`src/rtl/cop_settings.svh`:
```
// Build-time sizes for the cop_lite coprocessor.
// Include wherever a width or the register count is needed; the
// guard makes repeated inclusion harmless.

`ifndef COP_SETTINGS_SVH
`define COP_SETTINGS_SVH

// Data path width, one GPR or CPR word
`define COP_XLEN 32

// Size of the private CPR bank
`define COP_NUM_CPRS 16

`endif

```
`src/rtl/cop_pkg.sv`:
```
// Shared types for cop_lite.
// Vector typedefs, opcode/result/state enums and the uop and response
// structs. Modules pull these in with a wildcard import in their header.

`include "cop_settings.svh"

package cop_pkg;

    typedef logic [`COP_XLEN-1:0]              word_t;      // One data word
    typedef logic [$clog2(`COP_NUM_CPRS)-1:0]  cpr_addr_t;  // CPR index
    typedef logic [4:0]                        gpr_addr_t;  // GPR index
    typedef logic [31:0]                       insn_t;      // Encoded instruction

    typedef enum logic [3:0] {
        OP_MV2COP = 4'd1,   // GPR -> CPR
        OP_MV2GPR = 4'd2,   // CPR -> GPR
        OP_ADD    = 4'd3,
        OP_SUB    = 4'd4,
        OP_XOR    = 4'd5,
        OP_ROTL   = 4'd6    // Multi-cycle
    } cop_op_t;

    typedef enum logic [2:0] {
        RES_OK     = 3'd0,
        RES_BAD_OP = 3'd1
    } cop_result_t;

    typedef enum logic [1:0] {
        S_IDLE,             // Waiting for a request
        S_EXEC,             // ALU running
        S_RSP               // Holding the response
    } seq_state_t;

    typedef struct packed {
        cop_op_t     op;
        logic        illegal;   // Opcode outside the known set
        cpr_addr_t   crd;
        cpr_addr_t   crs1;
        cpr_addr_t   crs2;
        gpr_addr_t   rd;
        word_t       rs1;       // GPR value from the host
    } cop_uop_t;

    typedef struct packed {
        cop_result_t result;
        logic        wen;       // GPR write back requested
        gpr_addr_t   waddr;
        word_t       wdata;
    } cop_rsp_t;

endpackage

```
`src/rtl/cop_decode.sv`:
```
// Instruction decoder.
// Purely combinational. Slices the instruction fields into a uop and
// flags opcodes outside the supported set. Output is only meaningful
// while the host holds a request.

module cop_decode import cop_pkg::*; (
    input  insn_t    insn_enc,  // Instruction from host
    input  word_t    rs1,       // GPR source value
    output cop_uop_t uop        // Decoded micro-op
);

    logic [3:0] opc_raw;        // Raw opcode field
    logic       opc_known;      // Opcode in supported set

    assign opc_raw = insn_enc[3:0];

    always_comb begin
        case (opc_raw)
            OP_MV2COP,
            OP_MV2GPR,
            OP_ADD,
            OP_SUB,
            OP_XOR,
            OP_ROTL:  opc_known = 1'b1;
            default:  opc_known = 1'b0;    // Reserved encodings
        endcase
    end

    always_comb begin
        uop.op      = cop_op_t'(opc_raw);   // Kept even if illegal
        uop.illegal = !opc_known;
        uop.crd     = insn_enc[7:4];        // Destination CPR
        uop.crs1    = insn_enc[11:8];       // Source A
        uop.crs2    = insn_enc[15:12];      // Source B / rotate amount reg
        uop.rd      = insn_enc[20:16];      // GPR target
        uop.rs1     = rs1;
    end

endmodule

```
`src/rtl/cop_cpr_file.sv`:
```
// Coprocessor register bank.
// Two combinational read ports and one synchronous write port.
// All entries return to zero on reset so the host sees a clean bank.

`include "cop_settings.svh"

module cop_cpr_file import cop_pkg::*; (
    input  logic      g_clk,
    input  logic      g_resetn,     // Sync, active low
    input  cpr_addr_t raddr_a,      // Port A address
    output word_t     rdata_a,      // Port A data
    input  cpr_addr_t raddr_b,      // Port B address
    output word_t     rdata_b,      // Port B data
    input  logic      wen,          // Write strobe
    input  cpr_addr_t waddr,
    input  word_t     wdata
);

    word_t cprs [`COP_NUM_CPRS];    // The bank

    always_ff @(posedge g_clk) begin
        if (!g_resetn) begin
            for (int i = 0; i < `COP_NUM_CPRS; i++) begin
                cprs[i] <= '0;      // Clear every CPR
            end
        end else if (wen) begin
            cprs[waddr] <= wdata;
        end
    end

    assign rdata_a = cprs[raddr_a]; // Async read
    assign rdata_b = cprs[raddr_b];

    // Sequencer must always drive a clean write strobe once out of reset
    a_wen_known: assert property (
        @(posedge g_clk) disable iff (!g_resetn)
        !$isunknown(wen)
    ) else $error("CPR write enable is unknown");

endmodule

```
`src/rtl/cop_alu.sv`:
```
// Execution unit.
// Single-cycle ops finish one cycle after start. ROTL rotates the
// operand one bit per cycle, counting down from opb[4:0], and signals
// done once the count reaches zero. Result holds until the next start.

`include "cop_settings.svh"

module cop_alu import cop_pkg::*; (
    input  logic     g_clk,
    input  logic     g_resetn,      // Sync, active low
    input  logic     start,         // One-cycle pulse from sequencer
    input  cop_uop_t uop,           // Latched micro-op
    input  word_t    opa,           // CPR[crs1]
    input  word_t    opb,           // CPR[crs2]
    output logic     done,
    output word_t    result
);

    localparam int ROT_W = $clog2(`COP_XLEN);  // Rotate amount bits

    logic             rot_start;    // Start of a rotate
    logic             rot_busy;     // Rotate in progress
    logic [ROT_W-1:0] rot_cnt;      // Bits left to rotate
    logic             plain_done;   // Single-cycle op finished
    word_t            plain_res;    // Combinational result
    word_t            acc;          // Result / rotate register

    assign rot_start = start && (uop.op == OP_ROTL);

    always_comb begin
        case (uop.op)
            OP_MV2COP: plain_res = uop.rs1;
            OP_MV2GPR: plain_res = opa;
            OP_ADD:    plain_res = opa + opb;
            OP_SUB:    plain_res = opa - opb;
            OP_XOR:    plain_res = opa ^ opb;
            OP_ROTL:   plain_res = opa;     // Seed for the rotator
            default:   plain_res = '0;      // Result unused for illegal ops
        endcase
    end

    always_ff @(posedge g_clk) begin
        if (!g_resetn) begin
            rot_busy   <= 1'b0;
            rot_cnt    <= '0;
            plain_done <= 1'b0;
        end else begin
            plain_done <= start && !rot_start;
            if (rot_start) begin
                rot_busy <= 1'b1;
                rot_cnt  <= opb[ROT_W-1:0];     // Amount from crs2
            end else if (rot_busy && rot_cnt == '0) begin
                rot_busy <= 1'b0;               // Done this cycle
            end else if (rot_busy) begin
                rot_cnt  <= rot_cnt - 1'b1;
            end
        end
    end

    always_ff @(posedge g_clk) begin
        if (start) begin
            acc <= plain_res;
        end else if (rot_busy && rot_cnt != '0) begin
            acc <= {acc[`COP_XLEN-2:0], acc[`COP_XLEN-1]};  // One bit left
        end
    end

    assign done   = plain_done | (rot_busy && rot_cnt == '0);
    assign result = acc;

    // Sequencer may only start the next op after the rotate drains
    a_no_start_busy: assert property (
        @(posedge g_clk) disable iff (!g_resetn)
        rot_busy |-> !start
    ) else $error("ALU started while rotate in progress");

endmodule

```
`src/rtl/cop_sequencer.sv`:
```
// Control FSM for one instruction at a time.
// S_IDLE accepts a request and latches the uop, S_EXEC pulses the ALU
// start and waits for done, then writes the CPR and loads the response.
// S_RSP holds the response until the host acknowledges it.

module cop_sequencer import cop_pkg::*; (
    input  logic      g_clk,
    input  logic      g_resetn,     // Sync, active low
    input  logic      insn_req,     // Host has an instruction
    output logic      insn_ack,     // Ready to accept
    input  cop_uop_t  uop,          // From decoder
    output cop_uop_t  exec_uop,     // Latched copy for the datapath
    output logic      alu_start,
    input  logic      alu_done,
    input  word_t     alu_result,
    output logic      cpr_wen,
    output cpr_addr_t cpr_waddr,
    output word_t     cpr_wdata,
    output logic      rsp_req,      // Response valid
    input  logic      rsp_ack,      // Host took it
    output cop_rsp_t  rsp
);

    seq_state_t state;
    logic       start_q;            // First cycle of S_EXEC
    cop_rsp_t   rsp_q;              // Held response
    cop_rsp_t   rsp_next;           // Built from the finished op
    logic       is_mv2gpr;

    assign insn_ack  = (state == S_IDLE);
    assign rsp_req   = (state == S_RSP);
    assign alu_start = start_q;
    assign rsp       = rsp_q;
    assign is_mv2gpr = (exec_uop.op == OP_MV2GPR);

    always_comb begin
        rsp_next.result = exec_uop.illegal ? RES_BAD_OP : RES_OK;
        rsp_next.wen    = !exec_uop.illegal && is_mv2gpr;  // GPR writeback only
        rsp_next.waddr  = exec_uop.rd;
        rsp_next.wdata  = alu_result;
    end

    // CPR write lands on the same edge rsp_req rises
    assign cpr_wen   = (state == S_EXEC) && alu_done && !exec_uop.illegal && !is_mv2gpr;
    assign cpr_waddr = exec_uop.crd;
    assign cpr_wdata = alu_result;

    always_ff @(posedge g_clk) begin
        if (!g_resetn) begin
            state   <= S_IDLE;
            start_q <= 1'b0;
            rsp_q   <= '0;              // wen low out of reset
        end else begin
            start_q <= 1'b0;
            case (state)
                S_IDLE: if (insn_req) begin
                    state   <= S_EXEC;
                    start_q <= 1'b1;
                end
                S_EXEC: if (alu_done) begin
                    state <= S_RSP;
                    rsp_q <= rsp_next;
                end
                S_RSP:   if (rsp_ack) state <= S_IDLE;
                default: state <= S_IDLE;
            endcase
        end
    end

    always_ff @(posedge g_clk) begin
        if (insn_req && insn_ack) begin
            exec_uop <= uop;            // Capture on request transfer
        end
    end

    // Response frozen until the host accepts it
    a_rsp_stable: assert property (
        @(posedge g_clk) disable iff (!g_resetn)
        rsp_req && !rsp_ack |=> rsp_req && $stable(rsp)
    ) else $error("response changed before acknowledge");

endmodule

```
`src/rtl/cop_top.sv`:
```
// cop_lite top level.
// Connects decoder, sequencer, CPR bank and ALU. The host sees a
// req/ack pair for instructions and another for responses.

module cop_top import cop_pkg::*; (
    input  logic     g_clk,
    input  logic     g_resetn,      // Sync, active low
    input  logic     insn_req,      // Instruction request
    output logic     insn_ack,      // Instruction accepted
    input  insn_t    insn_enc,      // Encoded instruction
    input  word_t    rs1,           // GPR source
    output logic     rsp_req,       // Response valid
    input  logic     rsp_ack,       // Response accepted
    output cop_rsp_t rsp            // Result and GPR write
);

    cop_uop_t  dec_uop;             // Decoder output
    cop_uop_t  exec_uop;            // Latched uop
    logic      alu_start;
    logic      alu_done;
    word_t     alu_result;
    word_t     opa;                 // CPR[crs1]
    word_t     opb;                 // CPR[crs2]
    logic      cpr_wen;
    cpr_addr_t cpr_waddr;
    word_t     cpr_wdata;

    cop_decode u_decode (
        .insn_enc (insn_enc),
        .rs1      (rs1),
        .uop      (dec_uop)
    );

    cop_sequencer u_seq (
        .g_clk      (g_clk),
        .g_resetn   (g_resetn),
        .insn_req   (insn_req),
        .insn_ack   (insn_ack),
        .uop        (dec_uop),
        .exec_uop   (exec_uop),
        .alu_start  (alu_start),
        .alu_done   (alu_done),
        .alu_result (alu_result),
        .cpr_wen    (cpr_wen),
        .cpr_waddr  (cpr_waddr),
        .cpr_wdata  (cpr_wdata),
        .rsp_req    (rsp_req),
        .rsp_ack    (rsp_ack),
        .rsp        (rsp)
    );

    cop_cpr_file u_cprs (
        .g_clk    (g_clk),
        .g_resetn (g_resetn),
        .raddr_a  (exec_uop.crs1),  // Read at latched sources
        .rdata_a  (opa),
        .raddr_b  (exec_uop.crs2),
        .rdata_b  (opb),
        .wen      (cpr_wen),
        .waddr    (cpr_waddr),
        .wdata    (cpr_wdata)
    );

    cop_alu u_alu (
        .g_clk    (g_clk),
        .g_resetn (g_resetn),
        .start    (alu_start),
        .uop      (exec_uop),
        .opa      (opa),
        .opb      (opb),
        .done     (alu_done),
        .result   (alu_result)
    );

endmodule

```
`config.mk`:
```
export PLATFORM = sky130hd
export DESIGN_NAME = cop_top
export DESIGN_NICKNAME = d
export VERILOG_FILES = /design/src/rtl/cop_pkg.sv /design/src/rtl/cop_decode.sv /design/src/rtl/cop_cpr_file.sv /design/src/rtl/cop_alu.sv /design/src/rtl/cop_sequencer.sv /design/src/rtl/cop_top.sv
export VERILOG_INCLUDE_DIRS = /design/src /design/src/rtl
export SDC_FILE = /design/constraint.sdc
export NUM_CORES = 1
export LEC_CHECK = 0
export BUFFER_PORTS_ARGS = -buffer_cell sky130_fd_sc_hd__clkbuf_2
export CORE_MARGIN = 2
export CORE_UTILIZATION = 68
export DETAILED_ROUTE_END_ITERATION = 8
export PLACE_DENSITY = 0.86
export RECOVER_POWER = 100
export SLEW_MARGIN = 20
export SYNTH_ARGS = -nofsm -noshare
export SYNTH_HDL_FRONTEND = slang
export SYNTH_HIERARCHICAL = 1
export SYNTH_SLANG_ARGS = --single-unit
export TNS_END_PERCENT = 10
```
`constraint.sdc`:
```
create_clock -name g_clk -period 14.88 [get_ports g_clk]
set_input_delay 2.232 -clock g_clk [delete_from_list [all_inputs] [get_ports g_clk]]
set_output_delay 2.232 -clock g_clk [all_outputs]
set_load 0.01 [all_outputs]
```
# Yosys cells after proc, flatten, opt, wreduce, memory -nomap -nowiden
# Memory sizes are Yosys's and may differ from the RTL's. A register that Yosys moved wholly into a read port is not among the register bits.
# Index checks and enable logic that the tools add are counted.
dict set report word_totals {
  romBits 0
  latchBits 0
  regBits 137
  ramBits 512
  memories 1
}
dict set report classes {
  mux 24
  div 0
  n_mul 0
  add_sub_neg 3
  eq_ne 18
  bitwise_logic 2
  n_reduce_logical 26
  magnitude_cmp 0
  shifts 0
}
# name words word_bits read_ports rd_ports_with_merged_regs wr line_no
set memory_table {}
lappend memory_table {u_cprs.cprs 16 32 2 2 16 cop_cpr_file.sv:19} ;# word_t cprs [`COP_NUM_CPRS];
# cell n
set ops {}
lappend ops {{$pmux W32 S5} 1}
lappend ops {{$mux W32} 3}
lappend ops {{$add A32 B32 Y32} 1}
lappend ops {{$reduce_or A32 Y1} 1}
lappend ops {{$sub A32 B32 Y32} 1}
lappend ops {{$xor A32 B32 Y32} 1}
lappend ops {{$eq A4 B3 Y1 const B} 6}
lappend ops {{$eq A4 B2 Y1 const B} 4}
lappend ops {{$mux W5} 3}
lappend ops {{$mux W4} 3}
lappend ops {{$mux W1} 10}
lappend ops {{$logic_and A1 B1 Y1} 9}
lappend ops {{$eq A4 B1 Y1 const B} 2}
lappend ops {{$mux W2} 3}
lappend ops {{$ne A2 B1 Y1 const B} 3}
lappend ops {{$pmux W2 S3} 1}
lappend ops {{$reduce_and A2 Y1} 3}
lappend ops {{$reduce_bool A2 Y1} 3}
lappend ops {{$reduce_or A6 Y1} 1}
lappend ops {{$logic_not A5 Y1} 1}
lappend ops {{$reduce_bool A5 Y1} 1}
lappend ops {{$sub A5 B1 Y5 const B} 1}
lappend ops {{$logic_not A1 Y1} 4}
lappend ops {{$reduce_and A3 Y1} 1}
lappend ops {{6 further kinds} 6}

# Longest topological paths before layout
dict set report logic_depth {
  word_depth 11
  depth_mapped 24
}

# Cells and area by module
# The synthesis kept the hierarchy.
# module cells_per_inst seq_area_each_um2 area_per_inst_um2 instances
set modules_own_cells {}
lappend modules_own_cells {cop_cpr_file 1687 15374.7 26530.4 1}
lappend modules_own_cells {cop_alu 656 1101.1 5151.2 1}
lappend modules_own_cells {cop_sequencer 285 2462.4 3472.1 1}
lappend modules_own_cells {cop_decode 56 0.0 415.4 1}

# Least setup slack after synthesis
# No wires, ideal clock.
dict set report synth_path {
  kind {input to register}
  from {input g_resetn}
  to {memory u_cprs/cprs[7][0] (netlist bit) (enable)}
  setup_slack_ns 9.428
  arrival_time_ns 4.986
  setup_time_ns 0.466
  path_buffers 1
  cell_stages 3
  cell_sequence {buf_2 nand4b_1 o21ai_0}
}
# item line_no
set synth_lines {}
lappend synth_lines {{start, declared} cop_top.sv:7} ;# input logic g_resetn,
lappend synth_lines {{end, declared} cop_cpr_file.sv:19}

==> flow_summary.ini <==
[status]
status = finished with violations
violations = capacitance limit, slew limit

[cts]
cts_resized = 0
holdBufCountCts = 0
cts_tree = built
cts_root_buf = clkbuf_16
cts.clk_slew.worst_paths_ns = 0.06
postCtsSetupRepairBufs = 0
cts.path.max_buffers = 3
clk_latency_ns = 0.63
numCtsBuffers = 67
htreeDepth = 3
cts_sinks = 647

[global_routing]
grt-ovfl-total = 0
grt_max_degree = 129
antenna_found_initial = 2
grt_pass1_vias = 24930
grtUsageTotal = 0.3971
grt_first_pass_wirelength_mm = 154.5

[synth]
ys.warnings.count = 6
syn_area_per_cell_sq_um = 13.27
syn_area_sq_mm = 0.03549
postSynthCellCount = 2674

[place]
port_buffers = 97
dp_slack_ns = 7.091
gp_congestion = 0.8969
dp.cells = 3196
dp_hpwl_mm = 61.88

[detailed_routing]
routed_via_density = 7.418
routed_wl_mm = 106.1
drt_iter0_drc = 3934
wl_per_cell_microns = 31.98
drc = 0
firstDrtPassIters = 9
ant_nets = 0
via_count = 24610

[finish]
final_cell_mix = edfxtp_1, and2_0, mux4_2
drive_gt1_frac = 0.1662
final_common_cell = edfxtp_1
final_nets = 2691
fin_cells = 3317
fillers = 3126
area_growth_syn_to_layout_pct = 5.926

[sta]
fin_skew_ns = 0.02113
period_minus_slack_ns = 10.91
setup_viol = 0
fmax_mhz = 91.68
rsz0062_at_grt = false
worst_slew_pin_slew_ns = 4.988
fin_crit_sh = 0.7330
finalSetupTns_ns = 0
slew_headroom = -2.360
finalHoldViolations = 0
worst_slack_ns = 3.972
timing.final.max_slew_violations = 1060

[pwr]
finalPower_mw = 4.375
vdd.ir_drop.worst_mv = 0.08673
internal_power_mw = 3.242
powerDensity_mw_per_mm2 = 116.4
pwr-share-clk = 0.377
leakagePower_nw = 13.21
p_switching_mw = 1.134
pwr-share-seq = 0.483
p_sw_frac = 0.2591
comb_power_share = 0.140

[worst_setup_path]
cp-start-kind = flop
r2r_start = u_seq/exec_uop[37]
critical_path.max_fanout = 49
cp_data_required_time_ns = 15.24
crit_path_end_kind = flop
setup.worst_path.start = u_seq/exec_uop[37]
cp_data_arrival_time_ns = 11.27
path_class = flop to flop

[die]
core-area_sq_mm = 0.05151
die_width_microns = 232.5
num_rows = 83
die_h_microns = 232.5
ios = 111
start_util = 0.6891
die-area_sq_mm = 0.05404

[flow_run]
cap_violations = 42

[hold_path]
holdCritStartpoint = u_seq/rsp[21]
hp-class = flop to flop
-- registers in the layout, summed over array words and instances, names as in the netlist --
name              cells
u_cprs/cprs         512
u_seq/exec_uop       50
u_seq/rsp            39
u_alu/result         32
u_alu/rot_cnt         5
u_seq/cpr_waddr       4
u_seq/state           2
u_alu/plain_done      1
u_alu/rot_busy        1
u_seq/alu_start       1
-- layout make-up --
type                    instances  area, sq um  share of cell area
repair buffers                149        753.2             0.02003
clock buffers                  89         1872             0.04979
inverters                      34        127.6            0.003394
diodes                          1        2.502          0.00006656
flip-flops and latches        647        18940              0.5037
multi-input cells            1689        14830              0.3944
well taps                     680        850.8             0.02263
clock inverters                28        225.2            0.005990
-- power groups by stage --
stage                     Clock [mW]  Sequential [mW]  Combinational [mW]
after floorplan                    0             2.11               0.453
after global placement             0             2.13               0.579
after detailed placement           0             2.14               0.590
after CTS                       1.65             2.11               0.596
after global routing            1.71             2.12               0.642
final                           1.65             2.11               0.610
-- worst max-delay path, cell delays in order, from the launching register on --
cell and delay (ns):
edfxtp_1 0.33, buf_4 0.71, clkbuf_1 3.13, mux4_2 0.80, a22oi_1 0.30, nand2_1 0.30
or4_1 0.65, nor4_1 1.10, nand3_4 0.24, o41ai_1 0.44, xor2_1 0.24, ha_1 0.33
inv_1 0.18, o21bai_1 0.10, a21oi_1 0.37, nand4b_1 0.15, a211oi_1 0.28, a21o_1 0.23
o21a_1 0.27, nor4_1 0.08, or3_1 0.31
-- metal layers --
metal | share of wire | routed length [microns] | vias up | global-route usage
met5 | 0.00012 | 13 | - | 0
met4 | 0.051 | 5382 | 2 | 0.2046
met3 | 0.15 | 16310 | 491 | 0.1287
met2 | 0.48 | 50740 | 2267 | 0.6351
met1 | 0.32 | 33630 | 11990 | 0.4874
li1 | - | - | 9856 | -
-- path summary, 6_finish.rpt --
kind	slack (ns)	endpoint	cells after the start
hold / removal	0.45	u_seq/rsp[21]	2
setup / recovery	3.97	u_alu/result[31]	20
hold reg to reg	0.45	u_seq/rsp[21]	2
setup reg to reg	3.97	u_alu/result[31]	20
-- stage by stage --
step	utilization	hold slack [ns]	area, sq um
global route	0.7299	0.4697	37590
floorplan	-	0.4467	35500
detailed placement	0.6969	0.4469	35900
CTS	0.7376	0.4544	37990
global placement	0.6967	0.4415	35890
finish	0.7299	0.4537	37600
Power figures use the tool's default switching activity.
